<file path="src/source/link_defines.svh">
`ifndef LINK_DEFINES_SVH
`define LINK_DEFINES_SVH

// start state restored by reset and init
`define LINK_START_X 9'd1
`define LINK_START_Y 8'd96
`define LINK_START_HP 3'd6

// invincibility after a hit, counted in movement ticks
`define LINK_INVINCIBLE_TICKS 3'd7

// apply strobes per movement tick is 2 to this power
`define LINK_MOVE_DIVIDE_BITS 4

// walking sprite edge and sheet row length, in pixels
`define LINK_SPRITE_SIZE 16
`define LINK_SHEET_WIDTH 64

// sprite pixels of this colour are not written
`define LINK_TRANSPARENT 6'h3f

`endif

</file>
<file path="src/source/linkPkg.sv">
`default_nettype none

package linkPkg;

	// screen coordinates
	typedef logic [8:0] xPos_t;
	typedef logic [7:0] yPos_t;

	typedef logic [5:0] colour_t;

	// sheet address, row * 64 + column
	typedef logic [11:0] spriteAddr_t;

	typedef logic [2:0] hp_t;

	// latched walking command
	typedef enum logic [2:0] {
		actionNone,
		actionUp,
		actionDown,
		actionLeft,
		actionRight
	} action_t;

	typedef enum logic [1:0] {
		facingUp,
		facingDown,
		facingLeft,
		facingRight
	} facing_t;

endpackage

`default_nettype wire

</file>
<file path="src/source/linkMovement.sv">
`timescale 1ns/100ps
`default_nettype none

`include "link_defines.svh"

module linkMovement (
	input wire clock,
	input wire reset,
	input wire init,
	input wire regAction,
	input wire applyAction,
	input wire up,
	input wire down,
	input wire left,
	input wire right,
	input wire blocked,
	output linkPkg::xPos_t xPos,
	output linkPkg::yPos_t yPos,
	output linkPkg::facing_t facing,
	output logic moveTick
);

	linkPkg::action_t action;
	logic [`LINK_MOVE_DIVIDE_BITS-1:0] divider;
	logic tickNow;

	// only the apply strobe that finds the divider at zero moves the character
	assign tickNow = applyAction && (divider == '0);

	always_ff @(posedge clock) begin
		if (reset || init) begin
			action <= linkPkg::actionNone;
			divider <= '0;
			moveTick <= 1'b0;
			xPos <= `LINK_START_X;
			yPos <= `LINK_START_Y;
			facing <= linkPkg::facingDown;
		end else begin
			moveTick <= tickNow;

			// button priority is up, down, left, right
			if (regAction) begin
				if (up)
					action <= linkPkg::actionUp;
				else if (down)
					action <= linkPkg::actionDown;
				else if (left)
					action <= linkPkg::actionLeft;
				else if (right)
					action <= linkPkg::actionRight;
				else
					action <= linkPkg::actionNone;
			end

			if (applyAction)
				divider <= divider + 1'b1;

			// facing turns even when a wall holds the position
			if (tickNow) begin
				case (action)
					linkPkg::actionUp: begin
						facing <= linkPkg::facingUp;
						if (!blocked)
							yPos <= yPos - 1'b1;
					end
					linkPkg::actionDown: begin
						facing <= linkPkg::facingDown;
						if (!blocked)
							yPos <= yPos + 1'b1;
					end
					linkPkg::actionLeft: begin
						facing <= linkPkg::facingLeft;
						if (!blocked)
							xPos <= xPos - 1'b1;
					end
					linkPkg::actionRight: begin
						facing <= linkPkg::facingRight;
						if (!blocked)
							xPos <= xPos + 1'b1;
					end
					default: begin
						// standing still keeps facing and position
					end
				endcase
			end
		end
	end

endmodule

`default_nettype wire

</file>
<file path="src/source/linkHealth.sv">
`timescale 1ns/100ps
`default_nettype none

`include "link_defines.svh"

module linkHealth (
	input wire clock,
	input wire reset,
	input wire init,
	input wire hit,
	input wire moveTick,
	output linkPkg::hp_t hp,
	output logic invincible
);

	// movement ticks left before the next hit counts
	logic [2:0] countdown;

	always_ff @(posedge clock) begin
		if (reset || init) begin
			hp <= `LINK_START_HP;
			countdown <= '0;
		end else if (hit && (countdown == '0)) begin
			// hp saturates at zero
			if (hp != '0)
				hp <= hp - 1'b1;
			countdown <= `LINK_INVINCIBLE_TICKS;
		end else if (moveTick && (countdown != '0)) begin
			countdown <= countdown - 1'b1;
		end
	end

	assign invincible = (countdown != '0);

endmodule

`default_nettype wire

</file>
<file path="src/source/spriteScanner.sv">
`timescale 1ns/100ps
`default_nettype none

`include "link_defines.svh"

module spriteScanner (
	input wire clock,
	input wire reset,
	input wire draw,
	input wire linkPkg::xPos_t xPos,
	input wire linkPkg::yPos_t yPos,
	input wire linkPkg::facing_t facing,
	input wire invincible,
	input wire linkPkg::colour_t colour,
	output linkPkg::spriteAddr_t spriteAddress,
	output logic pixelWrite,
	output linkPkg::xPos_t pixelX,
	output linkPkg::yPos_t pixelY,
	output linkPkg::colour_t pixelColour,
	output logic drawDone
);

	// low nibble is the sprite column, high nibble the sprite row
	logic [7:0] count;
	logic finished;
	logic scanning;

	logic [5:0] baseCol;
	logic [5:0] baseRow;
	logic [5:0] sheetCol;
	logic [5:0] sheetRow;
	linkPkg::spriteAddr_t nextAddress;

	// first stage travels with the address, second with the colour
	logic issueValid;
	logic issueLast;
	linkPkg::xPos_t issueX;
	linkPkg::yPos_t issueY;
	logic slotValid;

	assign scanning = draw && !finished;

	// sheet columns hold down, left, up, right
	always_comb begin
		case (facing)
			linkPkg::facingDown: baseCol = 6'd0;
			linkPkg::facingLeft: baseCol = 6'(`LINK_SPRITE_SIZE);
			linkPkg::facingUp: baseCol = 6'(2 * `LINK_SPRITE_SIZE);
			default: baseCol = 6'(3 * `LINK_SPRITE_SIZE);
		endcase
	end

	// flashing sprites live in the bottom row of the sheet
	assign baseRow = invincible ? 6'(3 * `LINK_SPRITE_SIZE) : 6'd0;

	assign sheetCol = baseCol + {2'd0, count[3:0]};
	assign sheetRow = baseRow + {2'd0, count[7:4]};
	assign nextAddress = linkPkg::spriteAddr_t'(32'(sheetRow) * `LINK_SHEET_WIDTH
		+ 32'(sheetCol));

	always_ff @(posedge clock) begin
		if (reset) begin
			count <= '0;
			finished <= 1'b0;
			issueValid <= 1'b0;
			issueLast <= 1'b0;
			slotValid <= 1'b0;
			drawDone <= 1'b0;
		end else begin
			issueValid <= scanning;
			issueLast <= scanning && (count == 8'hff);
			slotValid <= issueValid;
			drawDone <= issueLast;

			// hold off after the last pixel until draw drops
			if (!draw) begin
				count <= '0;
				finished <= 1'b0;
			end else if (scanning) begin
				count <= count + 1'b1;
				if (count == 8'hff)
					finished <= 1'b1;
			end
		end
	end

	always_ff @(posedge clock) begin
		if (scanning) begin
			spriteAddress <= nextAddress;
			issueX <= xPos + {5'd0, count[3:0]};
			issueY <= yPos + {4'd0, count[7:4]};
		end
		// colour comes back one cycle after the address
		if (issueValid) begin
			pixelX <= issueX;
			pixelY <= issueY;
		end
	end

	assign pixelWrite = slotValid && (colour != `LINK_TRANSPARENT);
	assign pixelColour = colour;

endmodule

`default_nettype wire

</file>
<file path="src/source/linkCharacter.sv">
`timescale 1ns/100ps
`default_nettype none

module linkCharacter (
	input wire clock,
	input wire reset,
	input wire init,
	input wire regAction,
	input wire applyAction,
	input wire draw,
	input wire up,
	input wire down,
	input wire left,
	input wire right,
	input wire blocked,
	input wire hit,
	input wire linkPkg::colour_t colour,
	output wire linkPkg::xPos_t xPos,
	output wire linkPkg::yPos_t yPos,
	output wire linkPkg::facing_t facing,
	output wire linkPkg::hp_t hp,
	output wire linkPkg::spriteAddr_t spriteAddress,
	output wire pixelWrite,
	output wire linkPkg::xPos_t pixelX,
	output wire linkPkg::yPos_t pixelY,
	output wire linkPkg::colour_t pixelColour,
	output wire drawDone
);

	wire moveTick;
	wire invincible;

	linkMovement movement (
		.clock(clock),
		.reset(reset),
		.init(init),
		.regAction(regAction),
		.applyAction(applyAction),
		.up(up),
		.down(down),
		.left(left),
		.right(right),
		.blocked(blocked),
		.xPos(xPos),
		.yPos(yPos),
		.facing(facing),
		.moveTick(moveTick)
	);

	// invincibility runs down on movement ticks
	linkHealth health (
		.clock(clock),
		.reset(reset),
		.init(init),
		.hit(hit),
		.moveTick(moveTick),
		.hp(hp),
		.invincible(invincible)
	);

	spriteScanner scanner (
		.clock(clock),
		.reset(reset),
		.draw(draw),
		.xPos(xPos),
		.yPos(yPos),
		.facing(facing),
		.invincible(invincible),
		.colour(colour),
		.spriteAddress(spriteAddress),
		.pixelWrite(pixelWrite),
		.pixelX(pixelX),
		.pixelY(pixelY),
		.pixelColour(pixelColour),
		.drawDone(drawDone)
	);

endmodule

`default_nettype wire

</file>
<file path="config.mk">
export PLATFORM = sky130hd
export DESIGN_NAME = linkCharacter
export DESIGN_NICKNAME = d
export VERILOG_FILES = /design/src/source/linkPkg.sv /design/src/source/linkMovement.sv /design/src/source/linkHealth.sv /design/src/source/spriteScanner.sv /design/src/source/linkCharacter.sv
export VERILOG_INCLUDE_DIRS = /design/src /design/src/source
export SDC_FILE = /design/constraint.sdc
export NUM_CORES = 1
export LEC_CHECK = 0
export BUFFER_PORTS_ARGS = -buffer_cell sky130_fd_sc_hd__buf_2
export CORE_MARGIN = 1.5
export CORE_UTILIZATION = 55
export DETAILED_ROUTE_END_ITERATION = 16
export GPL_TIMING_DRIVEN = 0
export PLACE_DENSITY_LB_ADDON = 0.2
export RECOVER_POWER = 25
export SLEW_MARGIN = 20
export SYNTH_ARGS = -nofsm -noshare
export SYNTH_HDL_FRONTEND = slang
export SYNTH_SLANG_ARGS = --single-unit
</file>
<file path="constraint.sdc">
create_clock -name clock -period 4.7 [get_ports clock]
set_input_delay 0.94 -clock clock [delete_from_list [all_inputs] [get_ports clock]]
set_output_delay 0.94 -clock clock [all_outputs]
set_load 0.02 [all_outputs]
</file>
* Word-level counts from Yosys, hierarchy flattened
Cells that the tools add are included. W data, S select, Z words.
Operators by class: $add $sub $neg 13, $mul 0, divide/modulo/power cells 0, $lt $le $gt $ge 0, eq/ne operators 12, shifts and indexed selects 0, muxes and demuxes 15, bitwise operators 1, reductions and logical operators 23
Operator list (number):
- $mux W3 | 6
- $mux W9 | 2
- $pmux W6 S3 | 1
- $pmux W9 S2 | 1
- $add A8 B1 Y8 const B | 2
- $mux W8 | 2
- $pmux W8 S2 | 1
- $add A12 B6 Y12 | 1
- $add A6 B4 Y6 | 2
- $add A9 B1 Y9 const B | 1
- $add A9 B4 Y9 | 1
- $sub A9 B1 Y9 const B | 1
- $add A8 B4 Y8 | 1
- $eq A8 B8 Y1 const B | 1
- $ne A2 B2 Y1 const B | 4
- $pmux W2 S4 | 1
- $reduce_and A4 Y1 | 2
- $sub A8 B1 Y8 const B | 1
- $eq A3 B2 Y1 const B | 2
- $logic_and A1 B1 Y1 | 6
- $mux W6 | 1
- $ne A6 B6 Y1 const B | 1
- $reduce_and A2 Y1 | 3
- $reduce_bool A2 Y1 | 3
- 15 further kinds | 17
Storage, ports and cells: flip-flop bits (word level) 92, latch bits 0, RAM bits 0, ROM bits 0, input bits 18, output and inout bits 59, word-level logic and storage cells 83, memories kept 0

* Longest topological paths before layout
depth after elaboration 4, gate-level depth with buffers 10, depth with buffers taken out 8

* By module
Synthesis repeated with hierarchy kept, for this count alone.
Unflattened totals: cells, all modules 425, area, all modules 4623.2 µm²
By module, submodules not included:
- spriteScanner | times used 1, cells each 182, area each 2507.4 µm², seq. area each 1611.5 µm²
- linkMovement | times used 1, cells each 208, area each 1791.7 µm², seq. area each 540.5 µm²
- linkHealth | times used 1, cells each 35, area each 324.1 µm², seq. area each 120.1 µm²

* Worst setup path after synthesis
No wires, ideal clock.
path type input to register, from in draw, to reg scanner.count[5], setup time 0.071 ns, data arrival time 3.187 ns, required time 4.629 ns, path slack 1.442 ns, cell stages on the path 4, buffers on the path 0, cells stage by stage nor2b_1 -> nand4_1 -> or3_1 -> a21oi_1
On the way: longest elaborated chain between the ends 2, elaborated cells between the ends (all ways) 3, those cells by class bitwise: 1; reduce/logical: 2
RTL lines:
- from (decl) | RTL line linkCharacter.sv:10 | input wire draw,
- $not A1 Y1 (no source line)
- $reduce_or A2 Y1 (no source line)
- to (signal assigned) | RTL line spriteScanner.sv:80 | count <= count + 1'b1;
- to (decl) | RTL line spriteScanner.sv:24 | logic [7:0] count;
Parallel ways exist; a longest one is shown, timed or not. A chain may end at the register's enable or synchronous reset.

* Final worst setup path
from reg movement.action[1], to reg movement.xPos[8]
On the way: longest elaborated chain between the ends 3, elaborated cells between the ends (all ways) 7, those cells by class eq/ne: 4; mux: 1; reduce/logical: 2
RTL lines:
- from (decl) | RTL line linkMovement.sv:23 | linkPkg::action_t action;
- from (signal assigned) | RTL line linkMovement.sv:32 | action <= linkPkg::actionNone;
- from (signal assigned) | RTL line linkMovement.sv:44 | action <= linkPkg::actionUp;
- from (signal assigned) | RTL line linkMovement.sv:46 | action <= linkPkg::actionDown;
- $eq A3 B3 Y1 / $eq A3 B2 Y1 (equally long branches) | RTL line linkMovement.sv:60 | case (action)
- $ne A2 B2 Y1 (no source line) / $reduce_bool A2 Y1 (equally long branches)
- $reduce_and A4 Y1 (no source line)
- to (signal assigned) | RTL line linkMovement.sv:35 | xPos <= `LINK_START_X;
- to (signal assigned) | RTL line linkMovement.sv:74 | xPos <= xPos - 1'b1;
- to (signal assigned) | RTL line linkMovement.sv:79 | xPos <= xPos + 1'b1;
- to (decl) | RTL line linkMovement.sv:17 | output linkPkg::xPos_t xPos,
Parallel ways exist; a longest one is shown, timed or not.

==> impl_metrics.env <==
export IMPL_r2r_end="movement.xPos[8]"
export IMPL_maxSlewViolCount=0
export IMPL_hpwl_microns=5580
export IMPL_post_place_ws_ps=1970
export IMPL_routedWlPerCell_microns=13.2
export IMPL_h_tree_depth=3
export IMPL_period_share_pct=59.2
export IMPL_cts_sinks=91
export IMPL_status="finished, final reports clean"
export IMPL_post_cts_buffers=0
export IMPL_io_pins=77
export IMPL_peakVddDrop_v=0.000204
export IMPL_p_sw_uw=378
export IMPL_grt_pass1_vias=2719
export IMPL_avgViaCountPerCell=5.18
export IMPL_globalRouteTotalUtil_pct=18.4
export IMPL_r2r_start="movement.action[1]"
export IMPL_cp_end_kind="flip-flop"
export IMPL_rsz0062_at_grt="no"
export IMPL_clkTransAtPathRegs_ps=100
export IMPL_setup_ws_ps=1920
export IMPL_startpoint="movement.action[1]"
export IMPL_drtPass1Iterations=5
export IMPL_tightest_slew_ps=692
export IMPL_max_cap_violations=0
export IMPL_setup_violations=0
export IMPL_period_needed_ps=2780
export IMPL_area_growth_pct=16.8
export IMPL_cts_made_buffers=9
export IMPL_critPathCapture="movement.xPos[8]"
export IMPL_synthCells=386
export IMPL_pwr_share_clk_pct=33.5
export IMPL_ys_flop_type="dfxtp_1"
export IMPL_p_leak_uw=0.00219
export IMPL_synth_edf_count=45
export IMPL_ant_nets=0
export IMPL_clk_path_buf_depth=2
export IMPL_p_per_area_nw_per_um2=294
export IMPL_max_freq_ghz=0.360
export IMPL_post_cts_resized=0
export IMPL_place_gp_congestion=0.810
export IMPL_multi_input_area_sq_um=1880
export IMPL_overflow=0
export IMPL_portBuffers=76
export IMPL_cp_max_fo=11
export IMPL_placed_area_sq_um=4880
export IMPL_ys_types=44
export IMPL_power_switching_share_pct=25.4
export IMPL_yosysWarnings=0
export IMPL_p_int_uw=1110
export IMPL_combPwrFrac_pct=8.3
export IMPL_timing_hold_ws_ps=417
export IMPL_yosysMostFrequentCell="dfxtp_1"
export IMPL_required_ps=5000
export IMPL_fp_row_count=32
export IMPL_yosysTopAreaCell="edfxtp_1"
export IMPL_cts_tree="done"
export IMPL_ys_ff_latch=91
export IMPL_syn_area_per_cell_sq_um=11.2
export IMPL_dieArea_sq_um=8430
export IMPL_yosysSeqAreaShare_pct=52.4
export IMPL_grt_max_degree=29
export IMPL_finalHoldViolCount=0
export IMPL_die_y_microns=91.8
export IMPL_insertedDiodeCount=0
export IMPL_synth_top_area_share_pct=31.1
export IMPL_num_vias=3009
export IMPL_synthTopCellsByArea="edfxtp_1, dfxtp_1, ha_1"
export IMPL_holdBufCountCts=0
export IMPL_die_w_microns=91.8
export IMPL_coreArea_sq_um=7690
export IMPL_start_util_pct=56.4
export IMPL_drc=0
export IMPL_ys_async_sr_fraction_pct=0
export IMPL_r2r_cells=9
export IMPL_seq_area_sq_um=2270
export IMPL_cp_start_kind="flip-flop"
export IMPL_p_seq_share_pct=58.2
export IMPL_grt_pass1_wl_microns=12200
export IMPL_hold_class="reg2reg"
export IMPL_netlist_top_cells_count="dfxtp_1, edfxtp_1, nor2_1, ha_1, a21oi_1"
export IMPL_arrival_ps=3080
export IMPL_drtIter0Drc=107
export IMPL_antenna_found_initial=0
export IMPL_wirelength_microns=7650
export IMPL_relSlewSlack_pct=53.8
export IMPL_clk_latency_ps=360
export IMPL_crit_type="reg2reg"
export IMPL_layout_nets=526
export IMPL_rrSetupSlack_ps=1920
export IMPL_netlist_area_sq_um=4340
export IMPL_fin_area_sq_um=5070
export IMPL_layout_drive_gt1_share_pct=23.4
export IMPL_fillers=626
export IMPL_syn_nets=438
export IMPL_root_buffer="clkbuf_8"
export IMPL_tns_ps=0
export IMPL_clock_skew_ps=10.2
## cell type report
| cell class | count | share of cell area, % |
|---|---|---|
| well taps | 102 | 2.52 |
| repair buffers | 77 | 8.03 |
| inverters | 17 | 1.26 |
| clock buffers | 10 | 2.52 |
| clock inverters | 6 | 1.14 |
| plain buffers | 19 | 2.54 |
| flip-flops and latches | 91 | 44.9 |
| multi-input cells | 259 | 37.1 |
## kinds of logic after synthesis
group | after synthesis | synth area share, %
xor+xnor | 34 | 6.86
mux | 11 | 2.54
fa+ha+maj | 34 | 10.5
buf+inv | 36 | 4.44
flops | 91 | 52.4
compound gates | 75 | 11.2
simple gates | 105 | 12.1
## metrics by stage
step | utilization [%] | std cells | total power [uW]
after floorplan | - | 386 | 966
after global placement | 63.1 | 564 | 1000
after detailed placement | 63.5 | 565 | 1010
after CTS | 65.9 | 581 | 1500
after global routing | 65.9 | 581 | 1550
final | 65.9 | 581 | 1490
## cells in the final DEF (no fill, tap or decap), types with 7 or more instances in the layout
cell,instances
clkbuf_8,9
nor2_1,33
a211oi_1,7
xnor2_1,22
buf_2,76
buf_4,9
clkbuf_1,8
o21ai_0,14
xor2_1,12
a21oi_1,26
inv_1,17
nand2_1,25
a21o_1,10
ha_1,30
dfxtp_1,46
mux2i_1,11
edfxtp_1,45
## power groups by stage
| stage | Combinational (uW) | Sequential [uW] | Clock, uW |
|---|---|---|---|
| global placement | 118 | 884 | 0 |
| floorplan | 66.9 | 899 | 0 |
| detailed placement | 125 | 884 | 0 |
| finish | 124 | 865 | 498 |
| CTS | 125 | 866 | 510 |
| global route | 135 | 869 | 544 |
## per-layer routing
| layer | vias up | track usage, % | part of all wire, % |
|---|---|---|---|
| met4 | 0 | 6.41 | 1.5 |
| met5 | - | 0 | 0 |
| met2 | 81 | 31.0 | 47 |
| li1 | 1537 | - | - |
| met3 | 14 | 5.31 | 5.8 |
| met1 | 1377 | 22.7 | 45 |
## critical path, cell delays in order (launching register included)
cell and delay (ps):
dfxtp_1 310, buf_2 160, or3b_1 370, buf_6 160
ha_1 330, nor2b_1 170, o31a_1 280, o41ai_1 480
mux2i_1 280, mux2i_1 190
## worst min-delay path by stage
stage / startpoint / end / slack (ps) / cells after the start
after floorplan: scanner.issueX[0] / scanner.pixelX[0] / 400 / 0
after global placement: scanner.issueY[1] / scanner.pixelY[1] / 400 / 0
after detailed placement: scanner.issueX[7] / scanner.pixelX[7] / 400 / 0
after CTS: scanner.issueY[1] / scanner.pixelY[1] / 420 / 0
after global routing: scanner.issueY[3] / scanner.pixelY[3] / 430 / 0
final: scanner.issueY[1] / scanner.pixelY[1] / 420 / 0
## state kept, by name, indices dropped and copies added (netlist names)
signal and flops:
scanner.finished 1, scanner.issueLast 1, movement.divider 4, health.hp 3, movement.xPos 9, movement.yPos 8, health.countdown 3, movement.moveTick 1
scanner.issueY 8, scanner.issueValid 1, scanner.count 8, movement.facing 2, scanner.spriteAddress 11, scanner.issueX 9, scanner.drawDone 1, movement.action 3
scanner.pixelX 9, scanner.pixelY 8, scanner.slotValid 1
Power figures use the tool's default switching activity.
